File: src/hw/nn_pkg.sv
`default_nettype none

package nn_pkg;

    // sequencer control states
    typedef enum logic [1:0] {
        // waiting for weight writes or the first activation
        seq_idle  = 2'd0,
        // activations of the current vector are streaming in
        seq_run   = 2'd1,
        // last element seen, results are on their way out
        seq_drain = 2'd2
    } seq_state_t;

    // opcodes broadcast to the neuron lanes
    typedef enum logic [1:0] {
        // accumulator keeps its value
        mac_nop        = 2'd0,
        // accumulator takes the new product, first element of a vector
        mac_load       = 2'd1,
        // new product is added to the running sum
        mac_accumulate = 2'd2
    } mac_op_t;

endpackage

`default_nettype wire

File: src/hw/layer_sequencer.sv
`timescale 1ns/1ps
`default_nettype none

module layer_sequencer #(
    parameter int NUM_LANES = 4,
    parameter int DEPTH     = 16,
    parameter int X_WIDTH   = 8,
    localparam int LANE_W   = (NUM_LANES > 1) ? $clog2(NUM_LANES) : 1,
    localparam int ADDR_W   = (DEPTH > 1) ? $clog2(DEPTH) : 1
) (
    input  wire                             clk,
    input  wire                             reset,
    input  wire                             w_wr,
    input  wire        [LANE_W-1:0]         w_lane,
    input  wire        [ADDR_W-1:0]         w_addr,
    input  wire signed [X_WIDTH-1:0]        w_data,
    input  wire                             x_valid,
    input  wire signed [X_WIDTH-1:0]        x_data,
    input  wire                             x_last,
    input  wire                             drain_done,
    output logic                            busy,
    output logic       [NUM_LANES-1:0]      we_vec,
    output logic       [ADDR_W-1:0]         w_addr_q,
    output logic signed [X_WIDTH-1:0]       w_data_q,
    output nn_pkg::mac_op_t                 lane_op,
    output logic signed [X_WIDTH-1:0]       lane_x,
    output logic       [ADDR_W-1:0]         lane_addr,
    output logic                            lane_last
);

    nn_pkg::seq_state_t state;

    // index of the next element and a flag once DEPTH elements were issued
    logic [ADDR_W-1:0] addr_cnt;
    logic              addr_full;
    logic              x_accept;
    logic [ADDR_W-1:0] cur_addr;

    assign busy     = (state != nn_pkg::seq_idle);
    assign x_accept = x_valid && (state != nn_pkg::seq_drain);
    // first element of a vector always goes to address 0
    assign cur_addr = (state == nn_pkg::seq_idle) ? '0 : addr_cnt;

    always_ff @(posedge clk) begin
        if (reset) begin
            state     <= nn_pkg::seq_idle;
            we_vec    <= '0;
            lane_op   <= nn_pkg::mac_nop;
            lane_last <= 1'b0;
            addr_cnt  <= '0;
            addr_full <= 1'b0;
        end else begin
            we_vec    <= '0;
            lane_op   <= nn_pkg::mac_nop;
            lane_last <= 1'b0;
            case (state)
                nn_pkg::seq_idle: begin
                    // one-hot lane select, out of range lanes write nothing
                    if (w_wr) begin
                        we_vec <= NUM_LANES'(1) << w_lane;
                    end
                    if (x_valid) begin
                        lane_op   <= nn_pkg::mac_load;
                        lane_last <= x_last;
                        addr_cnt  <= ADDR_W'(1);
                        addr_full <= (DEPTH == 1);
                        state     <= x_last ? nn_pkg::seq_drain : nn_pkg::seq_run;
                    end
                end
                nn_pkg::seq_run: begin
                    if (x_valid) begin
                        // elements past DEPTH become a nop, x_last still counts
                        if (!addr_full) begin
                            lane_op   <= nn_pkg::mac_accumulate;
                            addr_cnt  <= addr_cnt + 1'b1;
                            addr_full <= (addr_cnt == ADDR_W'(DEPTH - 1));
                        end
                        lane_last <= x_last;
                        if (x_last) begin
                            state <= nn_pkg::seq_drain;
                        end
                    end
                end
                nn_pkg::seq_drain: begin
                    if (drain_done) begin
                        state <= nn_pkg::seq_idle;
                    end
                end
                default: state <= nn_pkg::seq_idle;
            endcase
        end
    end

    // write and activation payload, only qualified by we_vec and lane_op
    always_ff @(posedge clk) begin
        if (w_wr) begin
            w_addr_q <= w_addr;
            w_data_q <= w_data;
        end
        if (x_accept) begin
            lane_x    <= x_data;
            lane_addr <= cur_addr;
        end
    end

endmodule

`default_nettype wire

File: src/hw/neuron_lane.sv
`timescale 1ns/1ps
`default_nettype none

module neuron_lane #(
    parameter int DEPTH     = 16,
    parameter int X_WIDTH   = 8,
    parameter int ACC_WIDTH = 24,
    localparam int ADDR_W   = (DEPTH > 1) ? $clog2(DEPTH) : 1
) (
    input  wire                          clk,
    input  wire                          reset,
    input  wire                          we,
    input  wire        [ADDR_W-1:0]      w_addr,
    input  wire signed [X_WIDTH-1:0]     w_data,
    input  nn_pkg::mac_op_t              op,
    input  wire signed [X_WIDTH-1:0]     x,
    input  wire        [ADDR_W-1:0]      addr,
    input  wire                          last,
    output logic signed [ACC_WIDTH-1:0]  sum,
    output logic                         sum_valid
);

    // weight storage for one neuron
    logic signed [X_WIDTH-1:0] weights [DEPTH];

    logic signed [X_WIDTH-1:0]   w_cur;
    logic signed [2*X_WIDTH-1:0] prod;
    logic signed [ACC_WIDTH-1:0] prod_ext;

    always_ff @(posedge clk) begin
        if (we) begin
            weights[w_addr] <= w_data;
        end
    end

    // weight lookup is combinational, the op register is the pipeline stage
    assign w_cur = weights[addr];
    assign prod  = w_cur * x;
    // signed to signed assignment sign extends the product
    assign prod_ext = prod;

    always_ff @(posedge clk) begin
        case (op)
            nn_pkg::mac_load:       sum <= prod_ext;
            nn_pkg::mac_accumulate: sum <= sum + prod_ext;
            default:                sum <= sum;
        endcase
    end

    // last may also come with a nop when the vector overran DEPTH
    always_ff @(posedge clk) begin
        if (reset) begin
            sum_valid <= 1'b0;
        end else begin
            sum_valid <= last;
        end
    end

endmodule

`default_nettype wire

File: src/hw/relu.sv
`timescale 1ns/1ps
`default_nettype none

module relu #(
    parameter int DIN_WIDTH  = 24,
    parameter int DIN_INT    = 16,
    parameter int DOUT_WIDTH = 8,
    parameter int DOUT_INT   = 4
) (
    input  wire                            clk,
    input  wire                            reset,
    input  wire signed [DIN_WIDTH-1:0]     din,
    input  wire                            din_valid,
    output logic signed [DOUT_WIDTH-1:0]   dout,
    output logic                           dout_valid
);

    // position of the binary point on each side
    localparam int DIN_POINT  = DIN_WIDTH - DIN_INT;
    localparam int DOUT_POINT = DOUT_WIDTH - DOUT_INT;

    always_ff @(posedge clk) begin
        if (reset) begin
            dout_valid <= 1'b0;
        end else begin
            dout_valid <= din_valid;
        end
    end

    generate
        if (DIN_INT > DOUT_INT) begin : g_narrow
            always_ff @(posedge clk) begin
                if (din_valid) begin
                    if (din[DIN_WIDTH-1]) begin
                        // negative sums clamp to zero
                        dout <= '0;
                    end else if (|din[DIN_WIDTH-2:DIN_POINT+DOUT_INT-1]) begin
                        // integer part does not fit, largest positive code
                        dout <= {1'b0, {(DOUT_WIDTH-1){1'b1}}};
                    end else begin
                        // low fraction bits are dropped, truncates toward minus infinity
                        dout <= din[DIN_POINT+DOUT_INT-1 -: DOUT_WIDTH];
                    end
                end
            end
        end else begin : g_wide
            // every positive input fits, keep integer bits and the top fraction bits
            localparam int KEEP = DIN_INT + DOUT_POINT;

            always_ff @(posedge clk) begin
                if (din_valid) begin
                    if (din[DIN_WIDTH-1]) begin
                        dout <= '0;
                    end else begin
                        dout <= DOUT_WIDTH'(din[DIN_WIDTH-1 -: KEEP]);
                    end
                end
            end
        end
    endgenerate

endmodule

`default_nettype wire

File: src/hw/result_drain.sv
`timescale 1ns/1ps
`default_nettype none

module result_drain #(
    parameter int NUM_LANES = 4,
    parameter int Y_WIDTH   = 8,
    localparam int LANE_W   = (NUM_LANES > 1) ? $clog2(NUM_LANES) : 1
) (
    input  wire                              clk,
    input  wire                              reset,
    input  wire  [NUM_LANES*Y_WIDTH-1:0]     act_vec,
    input  wire  [NUM_LANES-1:0]             act_valid_vec,
    output logic                             y_valid,
    output logic [LANE_W-1:0]                y_lane,
    output logic signed [Y_WIDTH-1:0]        y_data,
    output logic                             drain_done
);

    localparam logic [LANE_W-1:0] LAST_LANE = LANE_W'(NUM_LANES - 1);

    // lane 0 sits in the low slice and leaves first
    logic [NUM_LANES*Y_WIDTH-1:0] shreg;
    logic [LANE_W-1:0]            lane_cnt;
    logic                         active;

    always_ff @(posedge clk) begin
        if (reset) begin
            active   <= 1'b0;
            lane_cnt <= '0;
        end else if (act_valid_vec[0]) begin
            // all lanes finish in the same cycle, lane 0 stands for the rest
            active   <= 1'b1;
            lane_cnt <= '0;
        end else if (active) begin
            if (lane_cnt == LAST_LANE) begin
                active   <= 1'b0;
                lane_cnt <= '0;
            end else begin
                lane_cnt <= lane_cnt + 1'b1;
            end
        end
    end

    always_ff @(posedge clk) begin
        if (act_valid_vec[0]) begin
            shreg <= act_vec;
        end else if (active) begin
            shreg <= shreg >> Y_WIDTH;
        end
    end

    assign y_valid    = active;
    assign y_lane     = lane_cnt;
    assign y_data     = shreg[Y_WIDTH-1:0];
    // one cycle pulse together with the final result
    assign drain_done = active && (lane_cnt == LAST_LANE);

endmodule

`default_nettype wire

File: src/hw/dense_layer_top.sv
`timescale 1ns/1ps
`default_nettype none

module dense_layer_top #(
    parameter int NUM_LANES = 4,
    parameter int DEPTH     = 16,
    parameter int X_WIDTH   = 8,
    parameter int X_INT     = 4,
    parameter int ACC_WIDTH = 24,
    parameter int ACC_INT   = 16,
    parameter int Y_WIDTH   = 8,
    parameter int Y_INT     = 4,
    localparam int LANE_W   = (NUM_LANES > 1) ? $clog2(NUM_LANES) : 1,
    localparam int ADDR_W   = (DEPTH > 1) ? $clog2(DEPTH) : 1
) (
    input  wire                         clk,
    input  wire                         reset,
    input  wire                         w_wr,
    input  wire        [LANE_W-1:0]     w_lane,
    input  wire        [ADDR_W-1:0]     w_addr,
    input  wire signed [X_WIDTH-1:0]    w_data,
    input  wire                         x_valid,
    input  wire signed [X_WIDTH-1:0]    x_data,
    input  wire                         x_last,
    output logic                        busy,
    output logic                        y_valid,
    output logic       [LANE_W-1:0]     y_lane,
    output logic signed [Y_WIDTH-1:0]   y_data
);

    // product fraction bits against the accumulator format handed to the relu
    localparam int PROD_FRAC = 2 * (X_WIDTH - X_INT);
    localparam int ACC_FRAC  = ACC_WIDTH - ACC_INT;
    localparam int SUM_SHR   = (PROD_FRAC > ACC_FRAC) ? PROD_FRAC - ACC_FRAC : 0;
    localparam int SUM_SHL   = (ACC_FRAC > PROD_FRAC) ? ACC_FRAC - PROD_FRAC : 0;

    logic       [NUM_LANES-1:0]     we_vec;
    logic       [ADDR_W-1:0]        w_addr_q;
    logic signed [X_WIDTH-1:0]      w_data_q;
    nn_pkg::mac_op_t                lane_op;
    logic signed [X_WIDTH-1:0]      lane_x;
    logic       [ADDR_W-1:0]        lane_addr;
    logic                           lane_last;
    logic [NUM_LANES*Y_WIDTH-1:0]   act_vec;
    logic [NUM_LANES-1:0]           act_valid_vec;
    logic                           drain_done;

    layer_sequencer #(
        .NUM_LANES (NUM_LANES),
        .DEPTH     (DEPTH),
        .X_WIDTH   (X_WIDTH)
    ) i_sequencer (
        .clk        (clk),
        .reset      (reset),
        .w_wr       (w_wr),
        .w_lane     (w_lane),
        .w_addr     (w_addr),
        .w_data     (w_data),
        .x_valid    (x_valid),
        .x_data     (x_data),
        .x_last     (x_last),
        .drain_done (drain_done),
        .busy       (busy),
        .we_vec     (we_vec),
        .w_addr_q   (w_addr_q),
        .w_data_q   (w_data_q),
        .lane_op    (lane_op),
        .lane_x     (lane_x),
        .lane_addr  (lane_addr),
        .lane_last  (lane_last)
    );

    for (genvar i = 0; i < NUM_LANES; i++) begin : g_lane
        logic signed [ACC_WIDTH-1:0] sum;
        logic signed [ACC_WIDTH-1:0] sum_aligned;
        logic                        sum_valid;
        logic signed [Y_WIDTH-1:0]   act;

        neuron_lane #(
            .DEPTH     (DEPTH),
            .X_WIDTH   (X_WIDTH),
            .ACC_WIDTH (ACC_WIDTH)
        ) i_lane (
            .clk       (clk),
            .reset     (reset),
            .we        (we_vec[i]),
            .w_addr    (w_addr_q),
            .w_data    (w_data_q),
            .op        (lane_op),
            .x         (lane_x),
            .addr      (lane_addr),
            .last      (lane_last),
            .sum       (sum),
            .sum_valid (sum_valid)
        );

        // constant shift, no shift at all with the default formats
        assign sum_aligned = (sum >>> SUM_SHR) <<< SUM_SHL;

        relu #(
            .DIN_WIDTH  (ACC_WIDTH),
            .DIN_INT    (ACC_INT),
            .DOUT_WIDTH (Y_WIDTH),
            .DOUT_INT   (Y_INT)
        ) i_relu (
            .clk        (clk),
            .reset      (reset),
            .din        (sum_aligned),
            .din_valid  (sum_valid),
            .dout       (act),
            .dout_valid (act_valid_vec[i])
        );

        assign act_vec[i*Y_WIDTH +: Y_WIDTH] = act;
    end

    result_drain #(
        .NUM_LANES (NUM_LANES),
        .Y_WIDTH   (Y_WIDTH)
    ) i_drain (
        .clk           (clk),
        .reset         (reset),
        .act_vec       (act_vec),
        .act_valid_vec (act_valid_vec),
        .y_valid       (y_valid),
        .y_lane        (y_lane),
        .y_data        (y_data),
        .drain_done    (drain_done)
    );

endmodule

`default_nettype wire

File: config.mk
export PLATFORM = sky130hd
export DESIGN_NAME = dense_layer_top
export DESIGN_NICKNAME = d
export VERILOG_FILES = /design/src/hw/nn_pkg.sv /design/src/hw/layer_sequencer.sv /design/src/hw/neuron_lane.sv /design/src/hw/relu.sv /design/src/hw/result_drain.sv /design/src/hw/dense_layer_top.sv
export SDC_FILE = /design/constraint.sdc
export NUM_CORES = 1
export LEC_CHECK = 0
export BUFFER_PORTS_ARGS = -buffer_cell sky130_fd_sc_hd__buf_2
export CORE_UTILIZATION = 40
export CTS_CLUSTER_DIAMETER = 120
export CTS_CLUSTER_SIZE = 25
export DETAILED_ROUTE_END_ITERATION = 8
export PLACE_DENSITY = 0.63
export SKIP_CTS_REPAIR_TIMING = 1
export SLEW_MARGIN = 20
export SYNTH_ARGS = -nofsm -noshare
export SYNTH_HDL_FRONTEND = slang
export SYNTH_SLANG_ARGS = --single-unit
File: constraint.sdc
create_clock -name clk -period 11.02 [get_ports clk]
set_clock_uncertainty 0.15 [all_clocks]
set_input_delay 2.755 -clock clk [delete_from_list [all_inputs] [get_ports clk]]
set_output_delay 2.755 -clock clk [all_outputs]
set_load 0.05 [all_outputs]
==> results.yml <==
synthesis:
  synthFlopType: "edfxtp_1"
  syn_inst: 3049
  synth-seq-cells: 719
  synth_area_per_cell_sq_um: 13.8
  yosysWarnings: 0
  yosysSeqAreaShare_pct: 50.7
  synth-async-reset-ratio_pct: 0
  synth_top_cell_area_share_pct: 49.6
  synth_edf_count: 696
  synth_cell_types: 81
  yosysTopAreaCell: "edfxtp_1"
  synth.area.top_cells: "edfxtp_1 50%, fa_1 11%, mux4_2 8.6%, ha_1 6.5%, and2_1 3.6%"
  netlist_area_sq_um: 42100
global_route:
  grt_max_degree: 65
  antenna_found_initial: 3
  overflow: 0
  gr-usage-all-layers_pct: 16.6
  grt_pass1_wl_mm: 138
  first_global_vias: 23507
sta:
  relSlewSlack_pct: 28.2
  timing.hold.ws_ps: 307
  fin_tns_setup_ps: 0
  fmax_mhz: 114
  period_share_pct: 79.9
  worst_pin_slew_ps: 1070
  setup_viol: 0
  hold_viol_final: 0
  maxSlewViolCount: 0
  layout_min_cycle_time_ps: 8810
  rsz0062_at_grt: "false"
worst_setup_path:
  cp.arrival_ps: 9010
  cpMostUsedCell: "inv_1"
  worst-path-buf-inv: 7
  end_kind: "flop"
  startpoint_type: "flop"
  max_stage_delay_ps: 720
  cp_max_fo: 49
  critPathKind: "flop to flop"
  worstPathRequired_ps: 11230
  critPathTopFamily: "adder cells"
  slowest_stage: "dfxtp_4"
cells_and_area:
  drive_gt1_share_pct: 12.0
  num-fill-cells: 9466
  final_nets: 3526
  area_growth_pct: 6.85
  instances_no_fill: 4462
  finish.utilization_pct: 43.3
floorplan:
  die_h_um: 326
  rows: 118
  die_area_sq_um: 107000
  io_pins: 39
  start_util_pct: 40.5
  core_sq_um: 104000
  die_w_um: 326
placement:
  dpl.hpwl_mm: 60.6
  placed_cells: 4398
  gp_congestion: 0.802
  portBuffers: 38
routing:
  drt-wirelength-per-cell_um: 19.8
  wl_mm: 88.4
  remaining_drc_errors: 0
  dr.first_iter.drc_count: 1692
  via_per_inst: 5.19
  first_pass_iters: 7
  route.vias.total: 23152
  ant_nets: 0
cts:
  cts_buffers: 36
  cts_tree: "done"
  cts-root-buf: "clkbuf_16"
  clock_sinks: 719
  clk_latency_ps: 620
  cts.path.max_buffers: 3
  h-tree-depth: 2
  clkTransAtPathRegs_ps: 110
min_path:
  hold_path.class: "flop to flop"
  min_from: "i_sequencer.lane_last$_SDFF_PP0_"
outcome:
  status: "finished, final reports clean"
flow_run:
  drv_cap: 0
layer usage:
layer  global-route usage, %  share of wire (%)  vias to the layer above
li1                        -                  -                    10878
met1                    24.1                 46                    11721
met2                    27.0                 47                      457
met3                    1.89                4.3                       92
met4                    3.78                2.0                        4
met5                       0              0.025                        -
metrics by stage:
stage | setup slack, ps | instance area (sq um)
3_3_place_gp | 2280 | 43800
2_1_floorplan | 2880 | 42100
3_5_place_dp | 2190 | 43800
4_1_cts | 2160 | 45000
6_report | 2210 | 45000
5_1_grt | 1600 | 45000
worst reg2reg max path, delay by kind of cell, from the launching register on:
kind	cells	cell delay (ps)
and+or+nand+nor	8	1480
adders and majority gates	6	2750
AOI/OAI and AO/OA	5	910
muxes	2	1220
buffers and inverters	7	960
DFF	1	720
xor gates and xnor gates	2	380
cell families after synthesis:
kind of cell / count (synthesis) / share of synthesized area, %
AND/OR/NAND/NOR: 630 / 7.87
flip-flops: 719 / 50.7
XOR/XNOR: 151 / 3.18
multiplexers: 220 / 10.2
other: 1 / 0.00891
buffers and inverters: 486 / 4.56
adder cells (fa/ha/maj): 443 / 17.2
AO/OA/AOI/OAI: 399 / 6.33
cells in the final DEF, fill, tap and decap left out, types with 5 or more instances in the layout:
cell       instances
edfxtp_1         696
inv_1            380
and2_1           243
fa_1             224
ha_1             218
mux4_2           160
nand2_1          134
a21oi_1          132
nor2_1           107
xnor2_1          101
a21o_1            78
mux2_2            57
o21ai_0           53
xor2_1            48
buf_2             38
clkbuf_16         37
buf_4             29
o21bai_1          27
nand2b_1          25
nor3_1            24
dfxtp_1           20
nand3_1           19
and3_1            19
clkbuf_1          17
a31oi_1           16
nor4_1            16
o21ai_1           14
nor2b_1           11
nand4_1            9
o21a_1             7
nor3b_1            7
a211oi_1           6
a21oi_2            5
o22ai_1            5
cell type report:
cell class | count | area [sq um] | share of cell area, %
flip-flops and latches | 719 | 21400 | 47.5
multi-input cells | 1847 | 18800 | 41.9
well taps | 1380 | 1730 | 3.84
inverters | 382 | 1440 | 3.19
clock buffers | 55 | 1000 | 2.23
repair buffers | 70 | 468 | 1.04
clock inverters | 8 | 130 | 0.289
diodes | 1 | 2.50 | 0.00556
synthesized netlist by cell type (5+ instances only):
cell and instances:
a211oi_1 6, a21o_1 78, a21oi_1 132, a21oi_2 5
a31oi_1 16, and2_1 243, and3_1 19, buf_1 10
buf_2 18, buf_4 9, buf_6 5, clkbuf_1 62
dfxtp_1 23, edfxtp_1 696, fa_1 224, ha_1 219
inv_1 381, mux2_2 57, mux4_2 160, nand2_1 134
nand2b_1 25, nand3_1 19, nand4_1 9, nor2_1 107
nor2b_1 11, nor3_1 24, nor3b_1 7, nor4_1 16
o21a_1 7, o21ai_0 53, o21ai_1 14, o21bai_1 27
o22ai_1 5, xnor2_1 101, xor2_1 48
final timing paths:
check,end,slack (ps),cells past startpoint
worst max-delay path,g_lane[0].i_lane.sum[23]$_DFFE_PP_,2210,30
worst min-delay path,g_lane[0].i_lane.sum_valid$_SDFF_PP0_,310,1
worst max register to register,g_lane[0].i_lane.sum[23]$_DFFE_PP_,2210,30
worst min register to register,g_lane[0].i_lane.sum_valid$_SDFF_PP0_,310,1
registers in the layout (all words and copies together), names as in the netlist, named ones only:
name and count:
g_lane.i_lane.weights 512, i_sequencer.w_data_q 8, g_lane.i_relu.dout_valid 1, g_lane.i_lane.sum_valid 1, i_sequencer.we_vec 4, i_sequencer.addr_cnt 4, i_sequencer.w_addr_q 4, i_sequencer.state 2
i_sequencer.lane_last 1, i_sequencer.lane_op 2, i_drain.y_lane 2, g_lane.i_relu.dout 32, g_lane.i_lane.sum 96, i_drain.y_valid 1, i_sequencer.lane_x 8, i_drain.shreg 32
i_sequencer.addr_full 1, i_sequencer.lane_addr 4
Power is left out: the tool's default activity adds up to more than one toggle a clock period on the data nets, which glitch-free logic cannot reach.
